==> config.mk <==
export PLATFORM = sky130hd
export DESIGN_NAME = vector_glue_top
export DESIGN_NICKNAME = d
export VERILOG_FILES = /design/src/vector_bus_pkg.sv /design/src/vector_glue_top.sv /design/src/read_data_mux.sv /design/src/covox_audio_mix.sv /design/src/joy_port.sv /design/src/edisk_pager.sv /design/src/bus_cycle_decode.sv
export SDC_FILE = /design/constraint.sdc
export NUM_CORES = 1
export LEC_CHECK = 0
export BUFFER_PORTS_ARGS = -buffer_cell sky130_fd_sc_hd__buf_4
export CAP_MARGIN = 30
export CORE_AREA = 5 5 84 86
export DETAILED_ROUTE_END_ITERATION = 10
export DIE_AREA = 0 0 89 91
export PLACE_DENSITY = 0.95
export SLEW_MARGIN = 30
export SYNTH_ARGS = -nofsm -noshare
export SYNTH_HDL_FRONTEND = slang
export SYNTH_SLANG_ARGS = --single-unit
==> constraint.sdc <==
create_clock -name clk_sys -period 9.7 [get_ports clk_sys]
set_clock_uncertainty 0.2 [all_clocks]
set_input_delay 1.94 -clock clk_sys [delete_from_list [all_inputs] [get_ports clk_sys]]
set_output_delay 1.94 -clock clk_sys [all_outputs]
set_load 0.02 [all_outputs]
==> src/vector_bus_pkg.sv <==
// Shared widths, port addresses, reset values and bus structs for the Vector 06C bus glue
package vector_bus_pkg;

	// ----------------------------------------
	// Widths
	// ----------------------------------------
	localparam int ADDR_W      = 16;
	localparam int DATA_W      = 8;
	localparam int PAGE_W      = 3;
	localparam int AUDIO_W     = 16;
	localparam int AUDIO_SHIFT = 5;
	// Mixer sum width before the zero padding
	localparam int AUDIO_SUM_W = AUDIO_W - AUDIO_SHIFT;

	// Byte seen on the data bus when nothing drives it
	localparam logic [DATA_W-1:0] IO_IDLE_DATA = 8'hFF;

	// Single-address ports
	localparam logic [7:0] PORT_JOY_P = 8'h06;
	localparam logic [7:0] PORT_VOX   = 8'h07;
	localparam logic [7:0] PORT_JOY_A = 8'h0E;
	localparam logic [7:0] PORT_JOY_B = 8'h0F;
	localparam logic [7:0] PORT_EDSK  = 8'h10;

	// Register values after cold reset
	localparam logic [DATA_W-1:0] STATUS_RST = 8'h00;
	localparam logic [DATA_W-1:0] EDSK_RST   = 8'h00;
	localparam logic [DATA_W-1:0] JOY_RST    = 8'h00;
	localparam logic [DATA_W-1:0] VOX_RST    = 8'h00;

	// ----------------------------------------
	// Device decoded from the low address byte
	// ----------------------------------------
	typedef enum logic [3:0] {
		SEL_NONE,
		SEL_PPI,
		SEL_JOY_CTL,
		SEL_JOY_P,
		SEL_VOX,
		SEL_PIT,
		SEL_PAL,
		SEL_JOY_A,
		SEL_JOY_B,
		SEL_EDSK,
		SEL_PSG,
		SEL_FDD
	} port_sel_e;

	typedef struct packed {
		logic [ADDR_W-1:0] addr;
		logic [DATA_W-1:0] dout;
		logic              sync;
		logic              dbin;
		logic              wr_n;
	} cpu_bus_t;

	typedef struct packed {
		logic      int_ack;
		logic      write_n;
		logic      io_stack;
		logic      io_write;
		logic      io_read;
		logic      ram_read;
		logic      mreq;
		port_sel_e sel;
		// FDD drive/side register at 1C..1F, no read data there
		logic      fdd_ctl;
	} bus_cycle_t;

	typedef struct packed {
		logic edsk_we;
		logic joy_we;
		logic vox_we;
		logic pal_we;
	} io_strobe_t;

	typedef struct packed {
		logic [DATA_W-1:0] joy_a;
		logic [DATA_W-1:0] joy_b;
	} joy_pair_t;

	typedef struct packed {
		logic [7:0] ch_a;
		logic [7:0] ch_b;
		logic [7:0] ch_c;
		logic [5:0] active;
	} psg_chan_t;

	typedef struct packed {
		logic [AUDIO_W-1:0] left;
		logic [AUDIO_W-1:0] right;
	} audio_pair_t;

endpackage
==> src/vector_glue_top.sv <==
// Top of the bus glue; connects cycle decode, E-disk pager, joystick, audio and read mux
`timescale 1ns/10ps

module vector_glue_top (
	input  logic                              clk_sys,
	input  logic                              cold_reset,
	input  vector_bus_pkg::cpu_bus_t          cpu_bus_i,
	input  logic [vector_bus_pkg::DATA_W-1:0] ram_data_i,
	input  logic [vector_bus_pkg::DATA_W-1:0] ppi_data_i,
	input  logic [vector_bus_pkg::DATA_W-1:0] pit_data_i,
	input  logic [vector_bus_pkg::DATA_W-1:0] psg_data_i,
	input  logic [vector_bus_pkg::DATA_W-1:0] fdd_data_i,
	input  vector_bus_pkg::joy_pair_t         joy_i,
	input  vector_bus_pkg::psg_chan_t         psg_i,
	input  logic [1:0]                        legacy_level_i,
	output logic [vector_bus_pkg::DATA_W-1:0] cpu_data_o,
	output logic [vector_bus_pkg::PAGE_W-1:0] ram_page_o,
	output logic                              pal_we_o,
	output vector_bus_pkg::audio_pair_t       audio_o
);

	vector_bus_pkg::bus_cycle_t        cycle;
	vector_bus_pkg::io_strobe_t        strobe;
	logic [vector_bus_pkg::DATA_W-1:0] joy_p;
	logic [vector_bus_pkg::DATA_W-1:0] joy_pu;
	logic [vector_bus_pkg::DATA_W-1:0] joy_a;
	logic [vector_bus_pkg::DATA_W-1:0] joy_b;

	bus_cycle_decode decode_i (
		.clk_sys    (clk_sys),
		.cold_reset (cold_reset),
		.cpu_bus_i  (cpu_bus_i),
		.cycle_o    (cycle),
		.strobe_o   (strobe)
	);

	edisk_pager edisk_i (
		.clk_sys    (clk_sys),
		.cold_reset (cold_reset),
		.cpu_bus_i  (cpu_bus_i),
		.cycle_i    (cycle),
		.edsk_we_i  (strobe.edsk_we),
		.page_o     (ram_page_o)
	);

	joy_port joy_i0 (
		.clk_sys    (clk_sys),
		.cold_reset (cold_reset),
		.cpu_bus_i  (cpu_bus_i),
		.joy_we_i   (strobe.joy_we),
		.joy_i      (joy_i),
		.joy_p_o    (joy_p),
		.joy_pu_o   (joy_pu),
		.joy_a_o    (joy_a),
		.joy_b_o    (joy_b)
	);

	covox_audio_mix audio_i (
		.clk_sys        (clk_sys),
		.cold_reset     (cold_reset),
		.cpu_bus_i      (cpu_bus_i),
		.vox_we_i       (strobe.vox_we),
		.psg_i          (psg_i),
		.legacy_level_i (legacy_level_i),
		.audio_o        (audio_o)
	);

	read_data_mux rdmux_i (
		.cycle_i    (cycle),
		.ram_data_i (ram_data_i),
		.ppi_data_i (ppi_data_i),
		.pit_data_i (pit_data_i),
		.psg_data_i (psg_data_i),
		.fdd_data_i (fdd_data_i),
		.joy_p_i    (joy_p),
		.joy_pu_i   (joy_pu),
		.joy_a_i    (joy_a),
		.joy_b_i    (joy_b),
		.cpu_data_o (cpu_data_o)
	);

	// Palette latch lives in the video block outside this design
	assign pal_we_o = strobe.pal_we;

endmodule

==> src/read_data_mux.sv <==
// CPU read data select: interrupt vector, I/O port bytes or RAM
`timescale 1ns/10ps

module read_data_mux (
	input  vector_bus_pkg::bus_cycle_t        cycle_i,
	input  logic [vector_bus_pkg::DATA_W-1:0] ram_data_i,
	input  logic [vector_bus_pkg::DATA_W-1:0] ppi_data_i,
	input  logic [vector_bus_pkg::DATA_W-1:0] pit_data_i,
	input  logic [vector_bus_pkg::DATA_W-1:0] psg_data_i,
	input  logic [vector_bus_pkg::DATA_W-1:0] fdd_data_i,
	input  logic [vector_bus_pkg::DATA_W-1:0] joy_p_i,
	input  logic [vector_bus_pkg::DATA_W-1:0] joy_pu_i,
	input  logic [vector_bus_pkg::DATA_W-1:0] joy_a_i,
	input  logic [vector_bus_pkg::DATA_W-1:0] joy_b_i,
	output logic [vector_bus_pkg::DATA_W-1:0] cpu_data_o
);

	logic [vector_bus_pkg::DATA_W-1:0] io_data;

	// Port 07 reads back the PU joystick, the covox itself is write only
	always_comb begin
		case (cycle_i.sel)
			vector_bus_pkg::SEL_PPI:     io_data = ppi_data_i;
			vector_bus_pkg::SEL_JOY_CTL: io_data = '0;
			vector_bus_pkg::SEL_JOY_P:   io_data = joy_p_i;
			vector_bus_pkg::SEL_VOX:     io_data = joy_pu_i;
			vector_bus_pkg::SEL_PIT:     io_data = pit_data_i;
			vector_bus_pkg::SEL_JOY_A:   io_data = joy_a_i;
			vector_bus_pkg::SEL_JOY_B:   io_data = joy_b_i;
			vector_bus_pkg::SEL_PSG:     io_data = psg_data_i;
			vector_bus_pkg::SEL_FDD:     io_data = cycle_i.fdd_ctl ? vector_bus_pkg::IO_IDLE_DATA
				: fdd_data_i;
			default:                     io_data = vector_bus_pkg::IO_IDLE_DATA;
		endcase
	end

	// Interrupt acknowledge reads RST 7 from the idle bus
	always_comb begin
		if (cycle_i.int_ack) begin
			cpu_data_o = vector_bus_pkg::IO_IDLE_DATA;
		end else if (cycle_i.io_read) begin
			cpu_data_o = io_data;
		end else begin
			cpu_data_o = ram_data_i;
		end
	end

endmodule

==> src/covox_audio_mix.sv <==
// Covox register and the stereo mixer for PSG channels, legacy beeper level and covox
`timescale 1ns/10ps

module covox_audio_mix (
	input  logic                              clk_sys,
	input  logic                              cold_reset,
	input  vector_bus_pkg::cpu_bus_t          cpu_bus_i,
	input  logic                              vox_we_i,
	input  vector_bus_pkg::psg_chan_t         psg_i,
	input  logic [1:0]                        legacy_level_i,
	output vector_bus_pkg::audio_pair_t       audio_o
);

	logic [vector_bus_pkg::DATA_W-1:0]      vox_q;
	logic                                   psg_on;
	logic [vector_bus_pkg::AUDIO_SUM_W-1:0] vox_sum;
	logic [vector_bus_pkg::AUDIO_SUM_W-1:0] sum_l;
	logic [vector_bus_pkg::AUDIO_SUM_W-1:0] sum_r;

	// Side channel doubled, centre channel B and legacy level shared
	function automatic logic [vector_bus_pkg::AUDIO_SUM_W-1:0] psg_sum(
		input logic [7:0] side,
		input logic [7:0] centre,
		input logic [1:0] level
	);
		return {2'b00, side, 1'b0} + {3'b000, centre} + {2'b00, level, 7'd0};
	endfunction

	always_ff @(posedge clk_sys) begin
		if (cold_reset) begin
			vox_q <= vector_bus_pkg::VOX_RST;
		end else if (vox_we_i) begin
			vox_q <= cpu_bus_i.dout;
		end
	end

	assign psg_on  = |psg_i.active;
	assign vox_sum = {1'b0, legacy_level_i, 8'd0} + {2'b00, vox_q, 1'b0};

	assign sum_l = psg_on ? psg_sum(psg_i.ch_a, psg_i.ch_b, legacy_level_i) : vox_sum;
	assign sum_r = psg_on ? psg_sum(psg_i.ch_c, psg_i.ch_b, legacy_level_i) : vox_sum;

	assign audio_o.left  = {sum_l, {vector_bus_pkg::AUDIO_SHIFT{1'b0}}};
	assign audio_o.right = {sum_r, {vector_bus_pkg::AUDIO_SHIFT{1'b0}}};

endmodule

==> src/joy_port.sv <==
// Joystick port register and the read bytes built from the two button sets
`timescale 1ns/10ps

module joy_port (
	input  logic                              clk_sys,
	input  logic                              cold_reset,
	input  vector_bus_pkg::cpu_bus_t          cpu_bus_i,
	input  logic                              joy_we_i,
	input  vector_bus_pkg::joy_pair_t         joy_i,
	output logic [vector_bus_pkg::DATA_W-1:0] joy_p_o,
	output logic [vector_bus_pkg::DATA_W-1:0] joy_pu_o,
	output logic [vector_bus_pkg::DATA_W-1:0] joy_a_o,
	output logic [vector_bus_pkg::DATA_W-1:0] joy_b_o
);

	logic [vector_bus_pkg::DATA_W-1:0] joy_q;
	logic [vector_bus_pkg::DATA_W-1:0] joy_or;

	// Active-low button byte as seen on ports 0E/0F
	function automatic logic [vector_bus_pkg::DATA_W-1:0] stick_byte(
		input logic [vector_bus_pkg::DATA_W-1:0] btn
	);
		return ~{btn[5], btn[4], 2'b00, btn[2], btn[3], btn[1], btn[0]};
	endfunction

	// Odd address takes the whole byte, even address is a bit set/reset
	always_ff @(posedge clk_sys) begin
		if (cold_reset) begin
			joy_q <= vector_bus_pkg::JOY_RST;
		end else if (joy_we_i) begin
			if (cpu_bus_i.addr[0]) begin
				joy_q <= cpu_bus_i.dout;
			end else if (!cpu_bus_i.dout[7]) begin
				joy_q[cpu_bus_i.dout[3:1]] <= cpu_bus_i.dout[0];
			end
		end
	end

	assign joy_a_o = stick_byte(joy_i.joy_a);
	assign joy_b_o = stick_byte(joy_i.joy_b);

	// "PU" style joystick, both sticks merged, active high
	assign joy_or   = joy_i.joy_a | joy_i.joy_b;
	assign joy_pu_o = {joy_or[3], joy_or[0], joy_or[2], joy_or[1], joy_or[4], joy_or[5], 2'b00};

	always_comb begin
		case (joy_q[6:5])
			2'b00:   joy_p_o = joy_a_o & joy_b_o;
			2'b01:   joy_p_o = joy_a_o;
			2'b10:   joy_p_o = joy_b_o;
			default: joy_p_o = vector_bus_pkg::IO_IDLE_DATA;
		endcase
	end

endmodule

==> src/edisk_pager.sv <==
// E-disk control register; maps memory and stack accesses onto extra RAM pages
`timescale 1ns/10ps

module edisk_pager (
	input  logic                              clk_sys,
	input  logic                              cold_reset,
	input  vector_bus_pkg::cpu_bus_t          cpu_bus_i,
	input  vector_bus_pkg::bus_cycle_t        cycle_i,
	input  logic                              edsk_we_i,
	output logic [vector_bus_pkg::PAGE_W-1:0] page_o
);

	logic [vector_bus_pkg::DATA_W-1:0] ctl_q;
	logic                              a15;
	logic                              a14;
	logic                              a13;
	logic                              in_window;
	logic                              mem_access;
	logic                              stack_hit;
	logic                              window_hit;

	always_ff @(posedge clk_sys) begin
		if (cold_reset) begin
			ctl_q <= vector_bus_pkg::EDSK_RST;
		end else if (edsk_we_i) begin
			ctl_q <= cpu_bus_i.dout;
		end
	end

	assign a15 = cpu_bus_i.addr[15];
	assign a14 = cpu_bus_i.addr[14];
	assign a13 = cpu_bus_i.addr[13];

	// Window covers A000-DFFF always, E000-FFFF with bit 7, 8000-9FFF with bit 6
	assign in_window = a15 & ((a14 ^ a13) | (ctl_q[7] & a14 & a13) | (ctl_q[6] & ~a14 & ~a13));

	assign mem_access = cycle_i.ram_read | ~cycle_i.write_n;
	assign stack_hit  = ctl_q[4] & cycle_i.io_stack & mem_access;
	assign window_hit = ctl_q[5] & in_window & mem_access;

	// Stack mapping wins over the window
	always_comb begin
		if (stack_hit) begin
			page_o = {1'b0, ctl_q[3:2]} + 1'b1;
		end else if (window_hit) begin
			page_o = {1'b0, ctl_q[1:0]} + 1'b1;
		end else begin
			page_o = '0;
		end
	end

endmodule

==> src/bus_cycle_decode.sv <==
// Bus cycle front end: latches the 8080 status word, decodes I/O ports and forms write strobes
`timescale 1ns/10ps

module bus_cycle_decode (
	input  logic                       clk_sys,
	input  logic                       cold_reset,
	input  vector_bus_pkg::cpu_bus_t   cpu_bus_i,
	output vector_bus_pkg::bus_cycle_t cycle_o,
	output vector_bus_pkg::io_strobe_t strobe_o
);

	logic                              sync_q;
	logic [vector_bus_pkg::DATA_W-1:0] status_q;
	logic                              io_wr;
	logic                              io_wr_q;
	logic                              io_wr_rise;
	vector_bus_pkg::port_sel_e         sel;
	vector_bus_pkg::io_strobe_t        strobe_q;

	// ----------------------------------------
	// Status word, taken on the sync rising edge
	// ----------------------------------------
	always_ff @(posedge clk_sys) begin
		if (cold_reset) begin
			sync_q   <= 1'b0;
			status_q <= vector_bus_pkg::STATUS_RST;
		end else begin
			sync_q <= cpu_bus_i.sync;
			if (cpu_bus_i.sync && !sync_q) begin
				status_q <= cpu_bus_i.dout;
			end
		end
	end

	// Port decode of the low address byte
	always_comb begin
		case (cpu_bus_i.addr[7:0]) inside
			[8'h00:8'h03]:              sel = vector_bus_pkg::SEL_PPI;
			[8'h04:8'h05]:              sel = vector_bus_pkg::SEL_JOY_CTL;
			vector_bus_pkg::PORT_JOY_P: sel = vector_bus_pkg::SEL_JOY_P;
			vector_bus_pkg::PORT_VOX:   sel = vector_bus_pkg::SEL_VOX;
			[8'h08:8'h0B]:              sel = vector_bus_pkg::SEL_PIT;
			[8'h0C:8'h0D]:              sel = vector_bus_pkg::SEL_PAL;
			vector_bus_pkg::PORT_JOY_A: sel = vector_bus_pkg::SEL_JOY_A;
			vector_bus_pkg::PORT_JOY_B: sel = vector_bus_pkg::SEL_JOY_B;
			vector_bus_pkg::PORT_EDSK:  sel = vector_bus_pkg::SEL_EDSK;
			[8'h14:8'h15]:              sel = vector_bus_pkg::SEL_PSG;
			[8'h18:8'h1F]:              sel = vector_bus_pkg::SEL_FDD;
			default:                    sel = vector_bus_pkg::SEL_NONE;
		endcase
	end

	// Status bits 3 (halt) and 5 (M1) have no user here
	assign cycle_o.int_ack  = status_q[0];
	assign cycle_o.write_n  = status_q[1];
	assign cycle_o.io_stack = status_q[2];
	assign cycle_o.io_write = status_q[4];
	assign cycle_o.io_read  = status_q[6];
	assign cycle_o.ram_read = status_q[7];
	assign cycle_o.mreq     = (status_q[7] | ~status_q[1]) & ~status_q[4] & ~status_q[6];
	assign cycle_o.sel      = sel;
	assign cycle_o.fdd_ctl  = (sel == vector_bus_pkg::SEL_FDD) & cpu_bus_i.addr[2];

	// ----------------------------------------
	// Write strobes, one cycle per I/O write
	// ----------------------------------------
	assign io_wr      = status_q[4] & ~cpu_bus_i.wr_n;
	assign io_wr_rise = io_wr & ~io_wr_q;

	always_ff @(posedge clk_sys) begin
		if (cold_reset) begin
			io_wr_q  <= 1'b0;
			strobe_q <= '0;
		end else begin
			io_wr_q          <= io_wr;
			strobe_q.edsk_we <= io_wr_rise & (sel == vector_bus_pkg::SEL_EDSK);
			strobe_q.joy_we  <= io_wr_rise & (sel == vector_bus_pkg::SEL_JOY_CTL);
			strobe_q.vox_we  <= io_wr_rise & (sel == vector_bus_pkg::SEL_VOX);
			// Palette latch also sits behind the joystick read ports 0E/0F
			strobe_q.pal_we  <= io_wr_rise & ((sel == vector_bus_pkg::SEL_PAL) |
				(sel == vector_bus_pkg::SEL_JOY_A) | (sel == vector_bus_pkg::SEL_JOY_B));
		end
	end

	assign strobe_o = strobe_q;

endmodule

# ---- Yosys cells after proc, flatten, opt, wreduce, memory -nomap -nowiden
# Index checks and enable logic that the tools add are counted.
dict set report op_classes {
  addsub 7
  shifts 0
  eq_ne 19
  div 0
  n_lt_le_gt_ge 14
  n_bitwise 31
  reduce_logical 12
  multipliers 0
  muxes 25
}
# operator count
set ops {}
lappend ops {{one-hot mux 8 bit (9 select lines)} 1}
lappend ops {{2-to-1 mux 4 bit} 11}
lappend ops {{2-to-1 mux 8 bit} 5}
lappend ops {{one-hot mux 8 bit (3 select lines)} 1}
lappend ops {{adder 11 x 9 -> 11 bit} 2}
lappend ops {{2-to-1 mux 11 bit} 2}
lappend ops {{adder 9 x 8 -> 10 bit} 2}
lappend ops {{bitwise AND 1 bit} 16}
lappend ops {{equality test 4 x 3 -> 1 bit (second input constant)} 4}
lappend ops {{equality test 4 bit (second input constant)} 4}
lappend ops {{equality test 8 x 3 -> 1 bit (second input constant)} 2}
lappend ops {{equality test 8 x 4 -> 1 bit (second input constant)} 2}
lappend ops {{>= comparator 8 x 4 -> 1 bit (second input constant)} 2}
lappend ops {{>= comparator 8 x 5 -> 1 bit (second input constant)} 2}
lappend ops {{<= comparator 8 x 4 -> 1 bit (second input constant)} 2}
lappend ops {{<= comparator 8 x 5 -> 1 bit (second input constant)} 2}
lappend ops {{NOT 8 bit} 2}
lappend ops {{adder 10 x 9 -> 11 bit} 1}
lappend ops {{bitwise AND 8 bit} 1}
lappend ops {{bitwise mux 8 bit} 1}
lappend ops {{equality test 4 x 2 -> 1 bit (second input constant)} 2}
lappend ops {{equality test 8 x 5 -> 1 bit (second input constant)} 1}
lappend ops {{>= comparator 8 x 1 -> 1 bit (second input constant)} 1}
lappend ops {{>= comparator 8 x 3 -> 1 bit (second input constant)} 1}
lappend ops {{other kinds (21)} 38}
dict set report word_totals {
  mem_bits_rw 0
  romBits 0
  register_bits 38
  n_memories 0
  inputBits 117
  latchBits 0
  wordCells 118
  output_inout_bits 44
}

# ---- Logic depth before layout (Yosys ltp)
dict set report depth {
  ltp_word 19
  ltp_mapped 13
  depth_no_buf 13
}

# ---- Cells and area by module
# Synthesis repeated with hierarchy kept, for this count alone.
dict set report hier_totals {
  hier_cells 439
  area_unflattened_um2 3507.1
}
# module area_per_inst_um2 cells_each n_inst seq_area_each_um2
set by_module_without_submodules {}
lappend by_module_without_submodules {covox_audio_mix 1466.4 183 1 160.2}
lappend by_module_without_submodules {read_data_mux 763.2 103 1 0.0}
lappend by_module_without_submodules {bus_cycle_decode 550.5 61 1 240.2}
lappend by_module_without_submodules {edisk_pager 390.4 43 1 160.2}
lappend by_module_without_submodules {joy_port 336.6 49 1 40.0}

# ---- Worst setup path after synthesis
# Ideal clock, no wire load.
dict set report synth_timing {
  path_kind {in2out}
  start {input psg_i[6] (netlist name)}
  end {output audio_o[14] (netlist name)}
  arrival_time_ps 4194
  n_path_buf 0
  stages 13
  slack_ps 3366
  required_ps 7560
  path_cell_list {ha_1 > inv_1 > fa_1 > nand2b_1 > a21oi_1 > o31a_1 > a21oi_1 > ha_1 > fa_1 > nand3b_1 > a21oi_1 > a21oi_1 > nand3_1}
}
# item line_no
set synth_rtl {}
lappend synth_rtl {{start: declaration} vector_glue_top.sv:14} ;# input vector_bus_pkg::psg_chan_t psg_i,
lappend synth_rtl {{end: declaration} vector_glue_top.sv:19} ;# output vector_bus_pkg::audio_pair_t audio_o

==> impl_summary.log <==
[metrics] buffers from clock root to sink, at most: 2
[metrics] total track usage: 0.2178
[metrics] number of sinks handled by clock tree synthesis: 30
[metrics] count of filler cells inserted in the layout: 521
[metrics] initial core utilization: 0.4731
[metrics] clock-pin slew on the worst setup and hold paths: 0.06 ns
[metrics] final standard cell count with taps included and fillers excluded: 590
[metrics] fraction of power consumed by sequential logic: 0.315
[metrics] crit path max-delay cell type: fa_1
[metrics] post-synthesis xor/xnor area fraction: 0.02387
[metrics] library cell occupying the most area in the post-synthesis netlist: dfxtp_1
[metrics] part of the cycle the worst path needs: 0.7022
[metrics] net switching power of the design: 141.3 uW
[metrics] horizontal die dimension: 89 um
[metrics] HPWL Detailed: 7.852 mm
[metrics] number of buffer cells added on primary ports: 140
[metrics] worst hold-check slack: 0.2840 ns
[metrics] vertical die dimension: 91 um
[metrics] switching power share of the total: 0.3528
[metrics] Cells after Synth: 385
[metrics] number of H-tree levels: 2
[metrics] total clock buffers created by CTS: 5
[metrics] area overhead of the layout relative to synthesis: 37.81%
[metrics] Remaining Overflow, GRT: 0
[metrics] top fanout value on the critical path: 4
[metrics] Post-Synth Adder-Cell Area: 0.1211
[metrics] largest family of logic cells by synthesized area: simple AND/OR/NAND/NOR gates
[metrics] Synth warnings: 0
[metrics] data arrival time of the worst path: 4.67 ns
[metrics] PwrDens: 99.02 nW/um^2
[metrics] setup repair after global routing missed its margin: false
[metrics] pre-CTS setup slack: 2.919 ns
[metrics] fraction of the mapped netlist area in compound gates: 0.2285
[metrics] total wire length: 9.550 mm
[metrics] via/cell ratio: 5.586
[metrics] drt first pass iters: 5
[metrics] flop and latch count out of synthesis: 30
[metrics] worst voltage drop across the vdd grid: 87.46 uV
[metrics] Power Internal: 259.2 uW
[metrics] number of gates resized after cts: 0
[metrics] Die Area: 8099 um^2
[metrics] syn avg cell area: 7.624 um^2
[metrics] max-cap viol count: 0
[metrics] EDFF count, synth: 0
[metrics] outcome: finished, final reports clean
[metrics] detailed router's first-iteration violation count: 121
[metrics] share of cell area taken by muxes after synthesis: 0.07843
[metrics] wire length of the first global-routing pass: 14.43 mm
[metrics] highest clock frequency the design can meet: 146.8 MHz
[metrics] crit-path cells: buf_4 -> ha_1 -> inv_1 -> fa_1 -> nand2b_1 -> a21oi_1 -> o31a_1 -> a21oi_1 -> ha_1 -> fa_1 -> nand3b_1 -> a21oi_1 -> a21oi_1 -> nand3_1 -> buf_4
[metrics] worst min-delay path category: reg2reg
[metrics] startpoint type of the worst setup path: input port
[metrics] portion of total power attributed to the clock network: 0.225
[metrics] global placement routability congestion: 0.8936
[metrics] max incr delay on CP: 0.41 ns
[metrics] Synth Cell Area: 2935 um^2
[metrics] start-to-end type of the worst setup path: in2out
[metrics] required time of the critical path: 7.56 ns
[metrics] Routed wire per std cell: 16.19 um
[metrics] number of antenna-violating nets in the routed design: 0
[metrics] core region area: 6205 um^2
[metrics] top layer used by detailed routing: met4
[metrics] proportion of power drawn by combinational gates: 0.460
[metrics] minimum clock period: 6.812 ns
[metrics] dominant cell type by count on the critical path: a21oi_1
[metrics] pin count of the biggest net entering global routing: 27
[metrics] post-synthesis async set-or-reset flop share: 0
[metrics] simple-gate share of the synthesized area: 0.2617
[metrics] CTS tree: built
[metrics] number of core rows: 29
[metrics] Total Neg Setup Slack: 0 ns
[metrics] Skew-Pair Late Insertion Delay: 0.27 ns
[metrics] biggest area contributors in the synthesized netlist: dfxtp_1, ha_1, mux2i_1
[metrics] library cells used by synthesis: 56
[metrics] via count of the first global-routing pass: 3223
[metrics] final setup violation count: 0
[metrics] sum of met3 wire segment lengths after detailed routing: 991 um
[metrics] Cell Count Post-Placement: 583
[metrics] total setup buffers inserted after CTS: 0
[metrics] total routed wire length on the met1 layer: 3.615 mm
[metrics] # nets final: 656
[metrics] proportion of layout cells with a drive suffix above 1: 0.3041
[metrics] endpoint kind of the worst setup timing path: output pin
[metrics] leakage: 0.001869 uW
[metrics] Clock Root Buffer: clkbuf_8
[metrics] sequential fraction of the synthesis area: 0.2046
[metrics] total vias in the final route: 3296
[metrics] antenna diode instance count: 0
[metrics] hold-fix buffer count after cts: 0
[metrics] Top Ports: 161
[metrics] remaining design rule violation count: 0
[metrics] smallest setup slack after layout: 2.888 ns
[metrics] antenna violations before repair: 0
[metrics] slew of the pin with the lowest slew margin: 0.7792 ns
[metrics] total count of max-transition violations in the final report: 0
[metrics] Max-Slew Margin vs Limit: 0.4805
[metrics] fraction of synthesized cell area taken by the top area cell type: 0.2046
[metrics] sequential cell area in the final layout: 600.6 um^2
[metrics] total area of multi-input combinational cells: 2132 um^2
[metrics] total length of routed met2 wires: 4.720 mm
[metrics] number of failing hold endpoints at the final stage: 0
[metrics] most used flip-flop cell after synthesis: dfxtp_1
==> cells by family (layout without fill, tap and decap cells) <==
kind of cell | count (synthesis) | count (layout)
compound gates | 101 | 101
xor+xnor | 8 | 8
fa+ha+maj | 26 | 26
buf+inv | 51 | 170
flops | 30 | 30
mux | 23 | 23
other cells | 1 | 10
simple gates | 145 | 145
==> power groups by stage <==
| stage | logic, uW | registers [uW] | clock network (uW) |
|---|---|---|---|
| 6_report | 184 | 126 | 90.2 |
| 3_3_place_gp | 180 | 129 | 0 |
| 2_1_floorplan | 102 | 128 | 0 |
| 4_1_cts | 184 | 126 | 93.4 |
| 3_5_place_dp | 184 | 129 | 0 |
| 5_1_grt | 200 | 126 | 98.6 |
==> cells in the final DEF, fill, tap and decap left out, drive strengths merged, types with 3 or more instances in the layout <==
master   count
o22ai        3
o2111ai      7
nor3         8
mux2i       23
or3          3
fa           4
clkbuf       5
nand4b       3
nor2        44
inv         23
nand3       13
o211ai       3
or2          3
nand2b      12
and3         4
o21ai       28
nand3b       3
conb        10
nand2       37
a211oi       4
a22oi        5
ha          22
xnor2        4
buf        140
o31a         3
nor3b        3
a21oi       18
xor2         4
a31oi        4
o31ai        6
nand4        3
dfxtp       30
==> synthesized netlist by cell type (all sizes together) (3+ instances only) <==
master	instances
mux2i	23
o211ai	3
dfxtp	30
xor2	4
o31ai	6
o21ai	28
nor3b	3
buf	15
and3	4
ha	22
o22ai	3
a211oi	4
inv	23
a22oi	5
nand3b	3
nand4b	3
nand2	37
a31oi	4
o2111ai	7
nand2b	12
nand3	13
nor2	44
nor3	8
o31a	3
or2	3
or3	3
nand4	3
xnor2	4
fa	4
a21oi	18
clkbuf	13
==> sequential cells by signal (all words and copies together) (netlist names) <==
name	cells
audio_i.vox_q	8
edisk_i.ctl_q	8
decode_i.status_q	6
decode_i.strobe_o	4
joy_i0.joy_q	2
decode_i.io_wr_q	1
decode_i.sync_q	1
==> per-layer routing <==
layer  up-vias  track usage
met5         -            0
met2       158       0.3843
li1       1629            -
met3        19      0.05068
met4         0      0.07072
met1      1490       0.2554
==> layout make-up <==
type	count	share of cell area
multi-input cells	313	0.5271
well taps	77	0.02382
clock inverters	2	0.002474
flip-flops and latches	30	0.1485
inverters	23	0.02134
repair buffers	140	0.2598
clock buffers	5	0.01701
==> per-stage QoR <==
stage	power [uW]	area, um^2	util
floorplan	230.8	2969	-
global placement	308.2	3966	0.6392
global route	424.8	4045	0.6519
detailed placement	312.4	3966	0.6392
CTS	403.8	4045	0.6519
finish	400.5	4045	0.6519
==> worst paths after layout <==
kind / startpoint / endpoint / cells after the start / slack [ns]
setup reg to reg: decode_i.status_q[4] / decode_i.strobe_o[2] / 3 / 8.41
setup / recovery: psg_i[15] / audio_o[30] / 15 / 2.89
hold reg to reg: decode_i.strobe_o[2] / joy_i0.joy_q[5] / 1 / 0.28
hold / removal: decode_i.strobe_o[2] / joy_i0.joy_q[5] / 1 / 0.28
==> worst max-delay path, delay by kind of cell <==
kind / cells / cell delay (ns)
AO/OA/AOI/OAI: 5 / 0.72
adder cells (fa/ha/maj): 4 / 1.20
buffers and inverters: 3 / 0.30
AND/OR/NAND/NOR: 3 / 0.50
(Power assumes the default switching activity.)
